[src/exec_pkg.sv]
package exec_pkg;

	localparam int DATA_W      = 16;
	localparam int PREG_NUM    = 64;
	localparam int PREG_W      = 6;
	localparam int ROB_IDX_W   = 6;
	localparam int MULT_STAGES = 2;

	// alu1 src1/src2, alu2 src1/src2, mult src1/src2, agen base
	localparam int RD_PORTS = 7;
	// alu1, alu2, mult
	localparam int WR_PORTS = 3;

	typedef logic [DATA_W-1:0]    data_t;
	typedef logic [PREG_W-1:0]    preg_t;
	typedef logic [ROB_IDX_W-1:0] rob_idx_t;

	// shifts take opb[3:0], LDI passes opb through
	typedef enum logic [2:0] {
		ADD = 3'd0,
		SUB = 3'd1,
		AND = 3'd2,
		OR  = 3'd3,
		XOR = 3'd4,
		SLL = 3'd5,
		SRL = 3'd6,
		LDI = 3'd7
	} alu_op_e;

	typedef struct packed {
		logic     vld;
		rob_idx_t rob_idx;
		preg_t    src1;
		preg_t    src2;
		preg_t    dst;
		logic     reg_wrt;
		logic     imm_vld;
		data_t    imm;
		alu_op_e  op;
	} issue_pkt_t;

	// operands already picked from regfile or imm
	typedef struct packed {
		logic     vld;
		rob_idx_t rob_idx;
		preg_t    dst;
		logic     reg_wrt;
		alu_op_e  op;
		data_t    opa;
		data_t    opb;
	} exec_op_t;

	typedef struct packed {
		logic     vld;
		rob_idx_t rob_idx;
		logic     reg_wrt;
		preg_t    dst;
		data_t    data;
	} done_t;

	typedef struct packed {
		logic     vld;
		rob_idx_t rob_idx;
		data_t    addr;
	} agen_t;

	typedef struct packed {
		logic  en;
		preg_t dst;
		data_t data;
	} wr_req_t;

endpackage

[src/alu_unit.sv]
`timescale 1ns/10ps

module alu_unit import exec_pkg::*; (
	input  exec_op_t op_in,
	output data_t    result
);

	logic [3:0] shamt;

	// only the low nibble of opb matters for shifts
	assign shamt = op_in.opb[3:0];

	always_comb begin
		case (op_in.op)
			ADD: begin
				result = op_in.opa + op_in.opb;
			end
			SUB: begin
				result = op_in.opa - op_in.opb;
			end
			AND: begin
				result = op_in.opa & op_in.opb;
			end
			OR: begin
				result = op_in.opa | op_in.opb;
			end
			XOR: begin
				result = op_in.opa ^ op_in.opb;
			end
			SLL: begin
				result = op_in.opa << shamt;
			end
			SRL: begin
				// logical, zero fill
				result = op_in.opa >> shamt;
			end
			LDI: begin
				result = op_in.opb;
			end
			default: begin
				result = '0;
			end
		endcase
	end

endmodule

[src/mult_unit.sv]
`timescale 1ns/10ps

module mult_unit import exec_pkg::*; (
	input  logic     clk,
	input  logic     rst,
	input  exec_op_t op_in,
	output done_t    done
);

	data_t       pp_lo;
	logic [7:0]  pp_hi;
	logic [7:0]  pp_hi_q;
	done_t       stg_q [MULT_STAGES];

	// split opb by byte
	// only the low byte of the upper partial lands in a 16-bit result
	assign pp_lo = op_in.opa * {8'h00, op_in.opb[7:0]};
	assign pp_hi = op_in.opa[7:0] * op_in.opb[15:8];

	always_ff @(posedge clk) begin
		if (rst) begin
			for (int i = 0; i < MULT_STAGES; i++) begin
				stg_q[i].vld <= 1'b0;
			end
		end else begin
			stg_q[0] <= '{
				vld:     op_in.vld,
				rob_idx: op_in.rob_idx,
				reg_wrt: op_in.reg_wrt,
				dst:     op_in.dst,
				data:    pp_lo
			};
			pp_hi_q <= pp_hi;

			// second stage folds in the shifted upper partial
			stg_q[1]      <= stg_q[0];
			stg_q[1].data <= stg_q[0].data + {pp_hi_q, 8'h00};

			for (int i = 2; i < MULT_STAGES; i++) begin
				stg_q[i] <= stg_q[i-1];
			end
		end
	end

	assign done = stg_q[MULT_STAGES-1];

	// tag and product leave together after a fixed latency
	a_mult_latency: assert property (@(posedge clk) disable iff (rst)
		op_in.vld |-> ##MULT_STAGES
			(done.vld && (done.rob_idx == $past(op_in.rob_idx, MULT_STAGES))
				&& (done.data == $past(data_t'(op_in.opa * op_in.opb), MULT_STAGES))))
		else $error("mult result missing, out of order or wrong");

	a_mult_no_spurious: assert property (@(posedge clk) disable iff (rst)
		done.vld |-> $past(op_in.vld, MULT_STAGES))
		else $error("mult done without a matching issue");

endmodule

[src/exec_cluster.sv]
`timescale 1ns/10ps

module exec_cluster import exec_pkg::*; (
	input  logic     clk,
	input  logic     rst,
	input  exec_op_t alu1_op,
	input  exec_op_t alu2_op,
	input  exec_op_t mult_op,
	input  agen_t    agen_op,
	output done_t    alu1_done,
	output done_t    alu2_done,
	output done_t    mult_done,
	output agen_t    agen_done,
	output wr_req_t  wr_req [WR_PORTS]
);

	data_t alu1_res;
	data_t alu2_res;
	done_t mult_res;

	function automatic done_t to_done(input exec_op_t o, input data_t r);
		return '{vld: o.vld, rob_idx: o.rob_idx, reg_wrt: o.reg_wrt, dst: o.dst, data: r};
	endfunction

	function automatic wr_req_t to_wr(input done_t d);
		return '{en: d.vld & d.reg_wrt, dst: d.dst, data: d.data};
	endfunction

	alu_unit u_alu1 (.op_in(alu1_op), .result(alu1_res));
	alu_unit u_alu2 (.op_in(alu2_op), .result(alu2_res));

	mult_unit u_mult (
		.clk   (clk),
		.rst   (rst),
		.op_in (mult_op),
		.done  (mult_res)
	);

	// EX/WB latch
	// agen gets one delay to line up with the alus
	always_ff @(posedge clk) begin
		if (rst) begin
			alu1_done.vld <= 1'b0;
			alu2_done.vld <= 1'b0;
			mult_done.vld <= 1'b0;
			agen_done.vld <= 1'b0;
		end else begin
			alu1_done <= to_done(alu1_op, alu1_res);
			alu2_done <= to_done(alu2_op, alu2_res);
			mult_done <= mult_res;
			agen_done <= agen_op;
		end
	end

	assign wr_req[0] = to_wr(alu1_done);
	assign wr_req[1] = to_wr(alu2_done);
	assign wr_req[2] = to_wr(mult_done);

endmodule

[config.mk]
export PLATFORM = sky130hd
export DESIGN_NAME = exec_cluster
export DESIGN_NICKNAME = d
export VERILOG_FILES = /design/src/exec_pkg.sv /design/src/alu_unit.sv /design/src/mult_unit.sv /design/src/exec_cluster.sv
export SDC_FILE = /design/constraint.sdc
export NUM_CORES = 1
export LEC_CHECK = 0
export ABC_AREA = 0
export BUFFER_PORTS_ARGS = -buffer_cell sky130_fd_sc_hd__clkbuf_2
export CAP_MARGIN = 20
export CORE_UTILIZATION = 50
export CTS_CLUSTER_DIAMETER = 150
export CTS_CLUSTER_SIZE = 14
export DETAILED_ROUTE_END_ITERATION = 7
export PLACE_DENSITY = 0.74
export SLEW_MARGIN = 5
export SYNTH_ARGS = -nofsm -noshare
export SYNTH_HDL_FRONTEND = slang
export SYNTH_SLANG_ARGS = --single-unit
[constraint.sdc]
create_clock -name clk -period 8.75 [get_ports clk]
set_input_delay 0.875 -clock clk [delete_from_list [all_inputs] [get_ports clk]]
set_output_delay 0.875 -clock clk [all_outputs]
set_load 0.03 [all_outputs]
# After elaboration in Yosys (flattened, before gate mapping)
# Memories as Yosys holds them, arrays and structs flattened.
# Cells that the tools add are included.
[word_totals] memories=1 mem_bits_rw=60 in_bits=172 word_cells=67 regBits=121 out_inout_bits=182
[op_classes] n_eq_ne=14 n_addsub=5 n_mul=2 reduce_logical=2 shifts=4 bitwise_logic=12 muxes=8
[mem_list] name="u_mult.stg_q" words=2 word_bits=30 read_ports=2 rd_clocked_by_memory_dff=0 wr=2 line_no="mult_unit.sv:13" rtl="done_t stg_q [MULT_STAGES];"
[ops] operator="$pmux W16 S8" count=2
[ops] operator="$add A16 B16 Y16" count=3
[ops] operator="$and A16 B16 Y16" count=2
[ops] operator="$or A16 B16 Y16" count=2
[ops] operator="$shl A16 B4 Y16" count=2
[ops] operator="$shr A16 B4 Y16" count=2
[ops] operator="$sub A16 B16 Y16" count=2
[ops] operator="$xor A16 B16 Y16" count=2
[ops] operator="$eq A3 B3 Y1 const B" count=8
[ops] operator="$mul A16 B8 Y16" count=1
[ops] operator="$mux W16" count=1
[ops] operator="$eq A3 B2 Y1 const B" count=4
[ops] operator="$mul A8 B8 Y8" count=1
[ops] operator="$eq A3 B1 Y1 const B" count=2
[ops] operator="$logic_not A3 Y1" count=2
[ops] operator="$mux W1" count=5
[ops] operator="$and A1 B1 Y1" count=3
[ops] operator="$or A1 B1 Y1" count=3

# Depth between registers and ports, before layout
[depth] word_depth=3 ltp_mapped=18 depth_no_buf=17

# Cells and area by module
# Synthesis repeated with hierarchy kept, for this count alone.
[unflattened] hier_cells=1774 area_unflattened_um2=17370.4
[modules_own_cells] mod="mult_unit" n_inst=1 area_per_inst_um2=6331.1 cells_each=593 seq_area_each_um2=2021.9
[modules_own_cells] mod="exec_cluster" n_inst=1 area_per_inst_um2=3896.2 cells_each=187 seq_area_each_um2=3353.2
[modules_own_cells] mod="alu_unit (u_alu2)" n_inst=1 area_per_inst_um2=3583.4 cells_each=503 seq_area_each_um2=0.0
[modules_own_cells] mod="alu_unit (u_alu1)" n_inst=1 area_per_inst_um2=3559.7 cells_each=491 seq_area_each_um2=0.0

# Worst setup path before layout
# Ideal clock, no wire load.
[synth_path] path_type="input-to-reg" startpoint="in rst" endpoint="mem u_mult.stg_q[0][0] (netlist bit) (data pin)" t_arrival_ps=4920 required_ps=8591 path_stages=3 setup_slack_ps=3671 path_cell_list="clkbuf_1 > inv_1 > and3_1"
[synth_lines] element="from (decl)" line_no="exec_cluster.sv:5" rtl="input logic rst,"
[synth_lines] element="to (decl)" line_no="mult_unit.sv:13"

# Worst setup path in the final report
[layout_path] startpoint="in alu1_op[1] (netlist bit)" endpoint="reg alu1_done[11] (netlist bit) (data pin)"
[layout_between] elab_chain_cells=2 word_cells_on_any_way=5
[layout_lines] element="from (decl)" line_no="exec_cluster.sv:6" rtl="input exec_op_t alu1_op,"
[layout_lines] element="$sub A16 B16 Y16 (tied with other cells)" line_no="alu_unit.sv:19" rtl="result = op_in.opa - op_in.opb;"
[layout_lines] element="$pmux W16 S8 (*)" line_no="alu_unit.sv:14" rtl="case (op_in.op)"
[layout_lines] element="net alu1_res[11]" line_no="exec_cluster.sv:17" rtl="data_t alu1_res;"
[layout_lines] element="to (signal assigned)" line_no="exec_cluster.sv:48" rtl="alu1_done <= to_done(alu1_op, alu1_res);"
[layout_lines] element="to (decl)" line_no="exec_cluster.sv:10" rtl="output done_t alu1_done,"
# Mark *: on every way through the listed nets, which the timed path passes. The rest lies on a longest branch.
# A chain may end at the register's enable or synchronous reset.

==> impl_metrics.csv <==
group,metric,value,unit
yosys,synth_common_cells,"edfxtp_1, inv_1, ha_1",
yosys,ys_seq_elements,181,
clocking,cts_sinks,181,
pwr,p_leak,8.57,nW
critical_path,arrival,5.49,ns
yosys,ys_warn_count,0,
timing,holdWs,0.410,ns
global_route,antenna_found_initial,0,
min_path,min_from,"u_mult.stg_q[1][13]",
pwr,p_per_area,192,nW/um^2
yosys,ys_types,69,
flow_run,drv_cap,0,
min_path,hp-class,"flip-flop to flip-flop",
die,rows,66,
clocking,root_buffer,"clkbuf_16",
placed_design,finalWeightedCongestion,0.978,
global_route,overflow,0,
yosys,synth_top_cells_by_area,"edfxtp_1, ha_1, fa_1, and2_1, xnor2_1",
cells_and_area,area_growth,13.1,%
clocking,cts_hold_buf,0,
pwr,seqPwrFrac,0.323,
clocking,numCtsBuffers,17,
critical_path,cp_max_fo,31,
yosys,synth-adder-area-share,0.197,
timing,final.setup_skew,0.0163,ns
die,fp.dieW,185,um
critical_path,worstReg2RegEnd,"u_mult.stg_q[1][14]",
yosys,synth_top_family_by_area,"adder cells",
yosys,synth_compound_area_frac,0.149,
timing,slew_headroom,0.277,
placed_design,portBuffers,350,
pwr,p_comb_frac,0.452,
cells_and_area,fin_cells,2463,
critical_path,critPathKind,"input pin to flip-flop",
timing,setup_viol_count_final,0,
clocking,cts_max_level,4,
pwr,netSwitchingFraction,0.407,
critical_path,r2r_cells,8,
clocking,cts_resized,0,
cells_and_area,drive_gt1_frac,0.210,
yosys,synth.largest_area_cell,"edfxtp_1",
run_status,status,"finished, final reports clean",
detailed_routing,drc,0,
pwr,p_int,2.17,mW
timing,hold_violations,0,
clocking,cts_buffer_depth,2,
global_route,grt_use_total,0.282,
detailed_routing,detail-route-antenna-nets,0,
yosys,postSynthCellCount,1780,
clocking,worstSkewPairLatency,0.43,ns
clocking,post-cts-setup-buffers,0,
placed_design,dpl_worst_slack,3.09,ns
timing,post-route-min-period,5.31,ns
critical_path,rrSetupSlack,6.55,ns
detailed_routing,dr.pass1.iters,6,
critical_path,end_kind,"flip-flop",
detailed_routing,drtIter0Drc,1145,
global_route,grt_pass1_wl,73700,um
yosys,synthMuxAreaShare,0.0445,
yosys,avgSynthCellArea,9.44,sq um
yosys,synth_edf_count,175,
detailed_routing,vias,14100,
critical_path,required,8.93,ns
die,die_h,185,um
critical_path,r2r_start,"u_mult.stg_q[0][8]",
yosys,synth_xor_area_frac,0.0474,
cells_and_area,nFillCells,2833,
placed_design,place_hpwl,36900,um
timing,fin_crit_sh,0.607,
yosys,syn_area,16800,sq um
clocking,clkTransAtPathRegs,0.08,ns
yosys,yosys.area_share.simple,0.155,
die,initial_core_util,0.513,
timing,setup_slack,3.44,ns
timing,slew_viol_final,0,
detailed_routing,wire_per_inst,19.7,um
detailed_routing,drt_wl_total,48500,um
placed_design,placed_cells,2430,
yosys,synth_top_area_share,0.313,
critical_path,startpoint_type,"input pin",
die,pin_count,354,
min_path,hold_path_depth,0,
pwr,power.net_switching,1.49,mW
yosys,syn-num-nets,2172,
yosys,synth_ff_type,"edfxtp_1",
timing,rsz0062_at_grt,"false",
global_route,grt_pass1_vias,13500,
timing,worst_pin_slew,1.08,ns
yosys,yosysMostFrequentCell,"edfxtp_1",
timing,max_freq,188,MHz
min_path,hold_end,"mult_done[13]",
cells_and_area,nNetsFinal,2399,
timing,finalSetupTns,0,ns
global_route,grt_max_degree,91,
yosys,synthArstFlopShare,0,
yosys,ys_seq_area_frac,0.320,
pwr,clockPowerShare,0.225,
die,core_area,32800,sq um
clocking,cts_tree,"done",
detailed_routing,avgViaCountPerCell,5.72,
pwr,vdd_drop_max,0.197,mV
die,die-area,34300,sq um
-- worst max path at each step --
stage / cells past startpoint / start / end
4_1_cts: 12 / alu1_op[1] / alu1_done[11]
5_1_grt: 13 / alu1_op[1] / alu1_done[14]
2_1_floorplan: 3 / rst / u_mult.stg_q[0][0]
3_3_place_gp: 12 / alu1_op[1] / alu1_done[11]
6_report: 12 / alu1_op[1] / alu1_done[11]
3_5_place_dp: 12 / alu1_op[1] / alu1_done[11]
-- layout by cell type, fill, tap and decap left out, types with 18 or more instances in the layout --
master and n:
a211oi_1 20, a21o_1 18, a21oi_1 100, a221oi_1 18, and2_1 102, clkbuf_2 350, edfxtp_1 175, fa_1 75
ha_1 145, inv_1 162, mux2i_1 41, nand2_1 129, nand2b_1 21, nand3_1 21, nor2_1 132, nor2b_1 57
nor3_1 25, o21ai_0 86, xnor2_1 71, xor2_1 20
-- critical path: stages --
cell	delay (ns)
clkbuf_2	0.56
clkinv_1	0.87
ha_1	0.57
a21oi_1	0.23
ha_1	0.28
nor2b_1	0.14
o31a_1	0.27
or4b_1	0.51
a221o_1	0.45
a21o_1	0.22
a2111oi_0	0.41
nor2_1	0.08
-- power by group through the flow --
stage               clock network (mW)  registers [mW]  logic (mW)
global placement                     0            1.20        1.60
CTS                              0.840            1.18        1.66
finish                           0.823            1.18        1.65
floorplan                            0            1.29        1.16
detailed placement                   0            1.20        1.65
global route                     0.868            1.19        1.84
-- through the flow --
| step | utilization | instance area, sq um | power (mW) |
|---|---|---|---|
| final | 0.580 | 19000 | 3.66 |
| after global routing | 0.580 | 19000 | 3.90 |
| after global placement | 0.560 | 18400 | 2.80 |
| after floorplan | - | 16800 | 2.44 |
| after detailed placement | 0.560 | 18400 | 2.85 |
| after CTS | 0.580 | 19000 | 3.68 |
-- logic make-up after synthesis --
kind of cell | count (synthesis)
AO/OA/AOI/OAI | 381
XOR/XNOR | 91
adder cells (fa/ha/maj) | 220
buffers and inverters | 318
flip-flops | 181
multiplexers | 61
AND/OR/NAND/NOR | 528
-- registers in the layout, summed over array words and instances, names as in the netlist --
signal / cells
alu2_done: 30
u_mult.stg_q: 60
u_mult.pp_hi_q: 8
alu1_done: 30
mult_done: 30
agen_done: 23
-- final cells by class --
| cell class | count | area [sq um] | area share |
|---|---|---|---|
| Multi-Input combinational cell | 1281 | 9990 | 0.526 |
| Sequential cell | 181 | 5380 | 0.283 |
| Timing Repair Buffer | 357 | 1800 | 0.0949 |
| Inverter | 169 | 639 | 0.0336 |
| Tap cell | 442 | 553 | 0.0291 |
| Clock buffer | 17 | 425 | 0.0224 |
| Clock inverter | 15 | 216 | 0.0114 |
| Antenna cell | 1 | 2.50 | 0.000132 |
-- layer usage --
metal	track usage	vias up	share of wire
met1	0.347	6755	0.40
met4	0.144	0	0.043
met5	0	-	0
met3	0.0417	107	0.070
met2	0.478	602	0.49
li1	-	6631	-
No activity file was read; power rests on OpenSTA's default activity.
