$ cat config.mk
export PLATFORM = sky130hd
export DESIGN_NAME = operand_fetch
export DESIGN_NICKNAME = d
export VERILOG_FILES = /design/src/exec_pkg.sv /design/src/operand_fetch.sv
export SDC_FILE = /design/constraint.sdc
export NUM_CORES = 1
export LEC_CHECK = 0
export BUFFER_PORTS_ARGS = -buffer_cell sky130_fd_sc_hd__buf_2
export CORE_AREA = 2 2 197 199
export CTS_CLUSTER_DIAMETER = 80
export DETAILED_ROUTE_END_ITERATION = 7
export DIE_AREA = 0 0 199 201
export HOLD_SLACK_MARGIN = 0.06
export PLACE_DENSITY = 0.68
export SLEW_MARGIN = 20
export SYNTH_ARGS = -nofsm -noshare
export SYNTH_HDL_FRONTEND = slang
export SYNTH_SLANG_ARGS = --single-unit
$ cat constraint.sdc
create_clock -name clk -period 10.11 [get_ports clk]
set_clock_uncertainty 0.1 [all_clocks]
set_input_delay 0 -clock clk [delete_from_list [all_inputs] [get_ports clk]]
set_output_delay 0 -clock clk [all_outputs]
set_load 0.005 [all_outputs]
$ cat src/exec_pkg.sv
package exec_pkg;

	localparam int DATA_W      = 16;
	localparam int PREG_NUM    = 64;
	localparam int PREG_W      = 6;
	localparam int ROB_IDX_W   = 6;
	localparam int MULT_STAGES = 2;

	// alu1 src1/src2, alu2 src1/src2, mult src1/src2, agen base
	localparam int RD_PORTS = 7;
	// alu1, alu2, mult
	localparam int WR_PORTS = 3;

	typedef logic [DATA_W-1:0]    data_t;
	typedef logic [PREG_W-1:0]    preg_t;
	typedef logic [ROB_IDX_W-1:0] rob_idx_t;

	// shifts take opb[3:0], LDI passes opb through
	typedef enum logic [2:0] {
		ADD = 3'd0,
		SUB = 3'd1,
		AND = 3'd2,
		OR  = 3'd3,
		XOR = 3'd4,
		SLL = 3'd5,
		SRL = 3'd6,
		LDI = 3'd7
	} alu_op_e;

	typedef struct packed {
		logic     vld;
		rob_idx_t rob_idx;
		preg_t    src1;
		preg_t    src2;
		preg_t    dst;
		logic     reg_wrt;
		logic     imm_vld;
		data_t    imm;
		alu_op_e  op;
	} issue_pkt_t;

	// operands already picked from regfile or imm
	typedef struct packed {
		logic     vld;
		rob_idx_t rob_idx;
		preg_t    dst;
		logic     reg_wrt;
		alu_op_e  op;
		data_t    opa;
		data_t    opb;
	} exec_op_t;

	typedef struct packed {
		logic     vld;
		rob_idx_t rob_idx;
		logic     reg_wrt;
		preg_t    dst;
		data_t    data;
	} done_t;

	typedef struct packed {
		logic     vld;
		rob_idx_t rob_idx;
		data_t    addr;
	} agen_t;

	typedef struct packed {
		logic  en;
		preg_t dst;
		data_t data;
	} wr_req_t;

endpackage

$ cat src/operand_fetch.sv
`timescale 1ns/10ps

module operand_fetch import exec_pkg::*; (
	input  logic       clk,
	input  logic       rst,
	input  issue_pkt_t alu1_issue,
	input  issue_pkt_t alu2_issue,
	input  issue_pkt_t mult_issue,
	input  issue_pkt_t agen_issue,
	output preg_t      rd_addr [RD_PORTS],
	input  data_t      rd_data [RD_PORTS],
	output exec_op_t   alu1_op,
	output exec_op_t   alu2_op,
	output exec_op_t   mult_op,
	output agen_t      agen_op
);

	issue_pkt_t alu1_q;
	issue_pkt_t alu2_q;
	issue_pkt_t mult_q;
	issue_pkt_t agen_q;
	data_t      agen_addr;

	function automatic exec_op_t to_exec(input issue_pkt_t p, input data_t a, input data_t b);
		exec_op_t o;
		o.vld     = p.vld;
		o.rob_idx = p.rob_idx;
		o.dst     = p.dst;
		o.reg_wrt = p.reg_wrt;
		o.op      = p.op;
		o.opa     = a;
		// imm replaces the second source
		o.opb     = p.imm_vld ? p.imm : b;
		return o;
	endfunction

	// IS/RF
	always_ff @(posedge clk) begin
		if (rst) begin
			alu1_q.vld <= 1'b0;
			alu2_q.vld <= 1'b0;
			mult_q.vld <= 1'b0;
			agen_q.vld <= 1'b0;
		end else begin
			alu1_q <= alu1_issue;
			alu2_q <= alu2_issue;
			mult_q <= mult_issue;
			agen_q <= agen_issue;
		end
	end

	assign rd_addr[0] = alu1_q.src1;
	assign rd_addr[1] = alu1_q.src2;
	assign rd_addr[2] = alu2_q.src1;
	assign rd_addr[3] = alu2_q.src2;
	assign rd_addr[4] = mult_q.src1;
	assign rd_addr[5] = mult_q.src2;
	// agen only needs the base
	assign rd_addr[6] = agen_q.src1;

	assign agen_addr = rd_data[6] + agen_q.imm;

	// RF/EX
	always_ff @(posedge clk) begin
		if (rst) begin
			alu1_op.vld <= 1'b0;
			alu2_op.vld <= 1'b0;
			mult_op.vld <= 1'b0;
			agen_op.vld <= 1'b0;
		end else begin
			alu1_op <= to_exec(alu1_q, rd_data[0], rd_data[1]);
			alu2_op <= to_exec(alu2_q, rd_data[2], rd_data[3]);
			mult_op <= to_exec(mult_q, rd_data[4], rd_data[5]);
			agen_op <= '{vld: agen_q.vld, rob_idx: agen_q.rob_idx, addr: agen_addr};
		end
	end

endmodule

==> results of run 1 <==
==> synth_stat cells, types with 2 or more instances <==
cell and instances:
xnor2_1 7, xor2_1 6, nor2b_1 8, ha_1 15, nand2_1 9, nor3_2 4, a31oi_1 2, nor2_1 3
edfxtp_1 329, a21o_1 5, o21ai_1 5, dfxtp_1 8, buf_2 9, o211ai_2 2, mux2i_1 2, nand4_1 2
nand3_1 6, a21oi_1 13, buf_4 42, clkbuf_1 3, mux2_2 20, mux2_1 28
==> logic make-up after synthesis <==
family | share of synthesized area, %
compound gates | 2.209
fa+ha+maj | 1.763
mux | 4.758
buf+inv | 3.186
simple gates | 1.901
flops | 85.22
xor+xnor | 0.9664
==> stage by stage <==
| step | util [%] | cell area, sq um | hold slack, ns | setup slack (ns) |
|---|---|---|---|---|
| detailed placement | 38.18 | 14550 | 0.07808 | 7.014 |
| global placement | 38.18 | 14550 | 0.07665 | 7.115 |
| floorplan | - | 11780 | -0.02839 | 3.001 |
==> results_dict.tcl, run 1 <==
set metrics [dict create \
    status "stopped before the end" \
    failed_stage "clock tree synthesis (4_1_cts)" \
    tool.error "[ERROR RSZ-0060] Max buffer count reached." \
    root_buffer "clkbuf_16" \
    place_congestion 0.8114 \
    synth_edf_count 329 \
    syn_inst 546 \
    ys.flop_type "edfxtp_1" \
    die-height_microns 201 \
    cts.sinks 337 \
    io_buffers 492 \
    dp.cells 1505 \
    synth-async-reset-ratio_pct 0 \
    die_x_microns 199 \
    dp_hpwl_microns 20410 \
    syn-num-nets 860 \
    ctsResizeCount 0 \
    ys.warnings.count 0 \
    row_count 72 \
    yosys_register_bits 337 \
    postCtsHoldBufs 315 \
    start_util_pct 30.92 \
    cts_setup_buffers 0 \
    syn_avg_cell_area_sq_um 21.58 \
    clock_path_buffers 3 \
    cts_max_level 2 \
    seq_area_frac_synth_pct 85.22 \
    synth_top_cell_by_area "edfxtp_1" \
    ys_types 40 \
    syn-cell-area_sq_mm 0.01178 \
    cts_made_buffers 38 \
    synth_area_leaders "edfxtp_1 84%, buf_4 2.7%, mux2_1 2.7%" \
    netlist.area_leader.share_pct 83.86 \
    num_io_pins 510 \
]
==> run 2, diff against run 1 <==
Settings changed: CORE_AREA 2 2 197 199 to unset, CORE_MARGIN set to 1.5, CORE_UTILIZATION set to 25, CTS_CLUSTER_DIAMETER 80 to unset, DIE_AREA 0 0 199 201 to unset, HOLD_SLACK_MARGIN 0.06 to unset, PLACE_DENSITY 0.68 to unset, PLACE_DENSITY_LB_ADDON set to 0.15.
==> results_dict.tcl, run 2 <==
set metrics [dict create \
    synth_top_cell_by_area "edfxtp_1" \
    syn_avg_cell_area_sq_um 21.58 \
    reg_top3 "alu1_op: 49 flops, alu2_op: 49 flops, mult_op: 49 flops" \
    slew_headroom_pct 28.73 \
    r2r-start "agen_q[3]" \
    postCtsHoldBufs 282 \
    final_common_cell "buf_2" \
    dp_hpwl_microns 20910 \
    required_ns 10.17 \
    crit_fanout 105 \
    antenna_left 0 \
    status "finished clean" \
    drt-total-wl_microns 31060 \
    cts_setup_buffers 0 \
    switchingPower_mw 0.7364 \
    dp.cells 1594 \
    cp_data_arrival_time_ns 3.12 \
    layout-drive-gt1-share_pct 43.13 \
    netlist.area_leader.share_pct 83.86 \
    layout.nets 1625 \
    hold_depth 2 \
    pwr-share-clk_pct 39.9 \
    cts_tree "built" \
    start_util_pct 25.31 \
    ys.warnings.count 0 \
    syn-num-nets 860 \
    area.growth.synth_to_final_pct 58.80 \
    fin_crit_ns 3.062 \
    ys_types 40 \
    yosysMostFrequentCell "edfxtp_1" \
    synth_area_leaders "edfxtp_1 84%, buf_4 2.7%, mux2_1 2.7%" \
    synthTopCellsByCount "329 x edfxtp_1, 42 x buf_4, 28 x mux2_1" \
    power_density_mw_per_mm2 182.2 \
    met2WireLength_microns 15550 \
    internal_power_mw 2.672 \
    power_frac_seq_pct 49.9 \
    holdPathEnd "agen_q[13]" \
    num_io_pins 510 \
    final_cells 1949 \
    setup_violations 0 \
    drtPass1Iterations 4 \
    maxSlewViolCount 0 \
    cts_max_level 2 \
    dieArea_sq_mm 0.04844 \
    ys.flop_type "edfxtp_1" \
    vias_per_cell 3.894 \
    wl_met3_microns 2363 \
    cts.sinks 337 \
    end_kind "flip-flop" \
    synth-async-reset-ratio_pct 0 \
    peakVddDrop_uv 126.6 \
    tns_ns 0 \
    cts_made_buffers 40 \
    syn-cell-area_sq_mm 0.01178 \
    max_freq_mhz 326.6 \
    io_buffers 492 \
    core-area_sq_mm 0.04656 \
    p_comb_share_pct 10.2 \
    antenna_found_initial 4 \
    hp-start "agen_issue[13]" \
    drt-met1-wl_microns 12180 \
    critical_path_class "in -> reg" \
    grt_max_degree 106 \
    clk_pin_slew_ns 0.06 \
    wire_per_inst_microns 15.94 \
    die-height_microns 220.1 \
    rsz0062_at_grt "false" \
    grt.overflow.total 0 \
    cp-start-kind "input pin" \
    final_cell_mix "492 x buf_2, 329 x edfxtp_1, 282 x dlygate4sd3_1" \
    clock_path_buffers 3 \
    r2r_end "agen_op[6]" \
    fill_cells 4378 \
    fin_crit_sh_pct 30.29 \
    top_layer "met5" \
    grt_pass1_vias 7854 \
    root_buffer "clkbuf_16" \
    power_leakage_nw 7.571 \
    synth_edf_count 329 \
    first_iter_violations 312 \
    hold_class "in -> reg" \
    r2r_cells 8 \
    r2r_setup_slack_ns 7.53 \
    drv_cap 0 \
    vias 7589 \
    yosys_register_bits 337 \
    syn_inst 546 \
    drcViolationCount 0 \
    worst_slew_pin_slew_ns 1.069 \
    grt_pass1_wl_microns 44080 \
    seq_area_frac_synth_pct 85.22 \
    row_count 79 \
    die_x_microns 220.1 \
    hold_violations 0 \
    grt_usage_pct 12.07 \
    ctsResizeCount 0 \
    worstSkewPairLatency_ns 0.54 \
    place_congestion 0.7523 \
    switching_share_pct 21.61 \
]
-- run 2: final cells by class --
| type | count | area, sq um | area share (%) |
|---|---|---|---|
| Sequential cell | 337 | 10040 | 53.66 |
| Antenna cell | 2 | 5.005 | 0.02675 |
| Inverter | 1 | 11.26 | 0.06019 |
| Timing Repair Buffer | 777 | 5308 | 28.37 |
| Clock inverter | 13 | 120.1 | 0.6420 |
| Clock buffer | 58 | 1100 | 5.878 |
| Multi-Input combinational cell | 154 | 1366 | 7.303 |
| Tap cell | 607 | 759.5 | 4.059 |
-- run 2: critical path, stage by stage --
cell	delay (ns)
dlygate4sd3_1	0.53
buf_2	0.19
inv_8	0.52
buf_4	0.87
buf_4	0.84
-- run 2: cell families (layout without fill, tap and decap cells) --
logic type	Yosys count	after routing	share of synthesized area [%]
buffers and inverters	55	849	3.186
adders and majority gates	16	16	1.763
muxes	50	50	4.758
AOI/OAI and AO/OA	38	38	2.209
xor gates and xnor gates	13	13	0.9664
and+or+nand+nor	37	37	1.901
other	0	2	0
DFF	337	337	85.22
-- run 2: worst max-delay path by stage --
stage	to	slack [ns]	from
4_1_cts	rd_addr[25]	7.01	rst
3_3_place_gp	rd_addr[33]	6.98	rst
3_5_place_dp	rd_addr[33]	6.95	rst
5_1_grt	rd_addr[33]	6.81	rst
2_1_floorplan	agen_op[0]	3.00	rst
6_report	rd_addr[25]	7.05	rst
-- run 2: layer usage --
metal,vias up,GRT usage (%)
met3,62,4.362
met1,3619,13.83
met5,-,0
met2,275,20.32
li1,3629,-
met4,4,4.989
-- run 2: power by group through the flow --
stage | combinational (mW) | clock [mW] | sequential [mW]
after floorplan | 0.116 | 0 | 1.74
after global placement | 0.259 | 0 | 1.73
after detailed placement | 0.261 | 0 | 1.73
after CTS | 0.354 | 1.41 | 1.70
after global routing | 0.382 | 1.47 | 1.71
final | 0.348 | 1.36 | 1.70
-- run 2: metrics by stage --
step                worst slack, ns  hold WS [ns]  power (mW)  area [sq um]  utilization (%)
floorplan                     3.001      -0.02839       1.860         11780                -
global placement              6.976       0.07615       1.986         14660            31.49
detailed placement            6.949       0.07809       1.990         14660            31.49
CTS                           7.009       0.02139       3.469         18700            40.18
global route                  6.814       0.03514       3.559         18710            40.18
finish                        7.048       0.06522       3.409         18710            40.19
No activity file was read; power rests on OpenSTA's default activity.
==> run 3, diff against run 2 <==
Clock period 10.11 ns to 3 ns, I/O delays scaled along.
==> results_dict.tcl, run 3 (synthesis gave the netlist of run 2 again) <==
set metrics [dict create \
    required_ns 3.19 \
    clk_pin_slew_ns 0.06 \
    hold_violations 0 \
    rsz0062_at_grt "false" \
    final_common_cell "buf_2" \
    final_cell_mix "492 x buf_2, 329 x edfxtp_1, 282 x dlygate4sd3_1" \
    end_kind "flip-flop" \
    power_frac_seq_pct 50.2 \
    cp_data_arrival_time_ns 2.76 \
    critical_path.cell_chain "ha_1 > fa_1 > a21o_1 > nand3_1 > nand2_1 > a21oi_1 > xnor2_1 > dlygate4sd3_1" \
    core-area_sq_mm 0.04656 \
    grt_usage_pct 12.10 \
    hold_class "in -> reg" \
    antenna_left 0 \
    vias_per_cell 3.901 \
    vias 7614 \
    cp-start-kind "flip-flop" \
    maxSlewViolCount 0 \
    final_core_util_pct 40.31 \
    multi_input_area_sq_mm 0.001366 \
    grt_max_degree 71 \
    die_x_microns 220.1 \
    worstSkewPairLatency_ns 0.55 \
    power_mw 11.40 \
    slew_headroom_pct 44.46 \
    layout.nets 1632 \
    grt.overflow.total 0 \
    antenna_found_initial 1 \
    clock_path_buffers 3 \
    num_io_pins 510 \
    p_comb_share_pct 10.4 \
    root_buffer "clkbuf_16" \
    cts_made_buffers 40 \
    status "finished clean" \
    io_buffers 492 \
    drcViolationCount 0 \
    seqCellArea_sq_mm 0.01004 \
    fin_crit_ns 2.574 \
    cts_max_level 2 \
    drtPass1Iterations 4 \
    switchingPower_mw 2.485 \
    peakVddDrop_uv 410.6 \
    fin_crit_sh_pct 85.79 \
    grt_pass1_wl_microns 44420 \
    fill_cells 4345 \
    wire_per_inst_microns 15.67 \
    drt-total-wl_microns 30580 \
    crit_path_max_incr_delay_ns 0.55 \
    area.growth.synth_to_final_pct 59.30 \
    switching_share_pct 21.79 \
    slowest_stage "dlygate4sd3_1" \
    dp_hpwl_microns 21230 \
    setup_violations 0 \
    dieArea_sq_mm 0.04844 \
    tns_ns 0 \
    die-height_microns 220.1 \
    reg_top3 "alu1_op: 49 flops, alu2_op: 49 flops, mult_op: 49 flops" \
    worst_slew_pin_slew_ns 0.8332 \
    crit_family "adder cells" \
    pwr-share-clk_pct 39.4 \
    cts_tree "built" \
    power_density_mw_per_mm2 607.6 \
    first_iter_violations 371 \
    start_util_pct 25.31 \
    row_count 79 \
    place_congestion 0.7286 \
    ctsResizeCount 0 \
    critical_path_class "reg -> reg" \
    crit_fanout 3 \
    max_freq_mhz 388.6 \
    cts.sinks 337 \
    power_leakage_nw 7.619 \
    grt_pass1_vias 8089 \
    critPathBufInv 1 \
    layout-drive-gt1-share_pct 43.90 \
    internal_power_mw 8.919 \
    drv_cap 0 \
]
## run 3: changes by cell type in the layout (fill, tap and decap cells not counted), moves of 2 or more
cell / change
clkbuf_1: -9
inv_6: +2
buf_4: +4
buf_12: +3
clkinv_4: -2
clkinv_2: +7
## run 3: through the flow
step,worst slack [ns],cells,hold slack [ns],instance area (sq um)
after global placement,0.6665,1601,0.07635,14750
final,0.4264,1952,0.05374,18770
after floorplan,-2.337,546,-0.02839,11790
after CTS,0.4287,1951,0.008306,18770
after global routing,0.3104,1952,0.02823,18770
after detailed placement,0.6664,1601,0.07809,14750
## run 3: cell type report
cell class	instances	area share [%]
Multi-Input combinational cell	154	7.280
Clock inverter	21	0.8933
Tap cell	607	4.047
Sequential cell	337	53.49
Inverter	1	0.04000
Clock buffer	47	5.473
Antenna cell	1	0.01333
Timing Repair Buffer	784	28.76
## run 3: final timing paths
check                           startpoint           to  slack, ns  cells after the start
worst max-delay path             agen_q[3]   agen_op[6]       0.43                      8
worst min register to register  mult_q[22]  mult_op[37]       0.32                      0
worst max register to register   agen_q[3]   agen_op[6]       0.43                      8
worst min-delay path            rd_data[9]  agen_op[10]       0.05                      5
## run 3: tightest hold or removal path: stages
cell     delay, ns
buf_2         0.08
ha_1          0.19
a21oi_1       0.08
o21ai_1       0.10
xor2_1        0.07
## run 3: timing repair
| action | CTS | global route |
|---|---|---|
| hold buffers | 282 | 0 |
| endpoints found under the hold margin | 279 | 0 |
| endpoints found under the setup margin | 0 | 0 |
| setup buffers | 0 | 0 |
## run 3: routing by layer
| layer | up-vias | part of all wire, % | GRT usage, % |
|---|---|---|---|
| li1 | 3650 | - | - |
| met1 | 3615 | 40 | 13.97 |
| met2 | 290 | 49 | 20.05 |
| met3 | 59 | 8.2 | 4.086 |
| met4 | 0 | 3.2 | 5.918 |
| met5 | - | 0 | 0 |
## run 3: power groups by stage
| stage | logic (mW) | clock network [mW] | registers, mW |
|---|---|---|---|
| after CTS | 1.20 | 4.68 | 5.74 |
| final | 1.18 | 4.49 | 5.73 |
| after global routing | 1.31 | 4.85 | 5.77 |
| after global placement | 0.885 | 0 | 5.82 |
| after floorplan | 0.392 | 0 | 5.86 |
| after detailed placement | 0.889 | 0 | 5.83 |
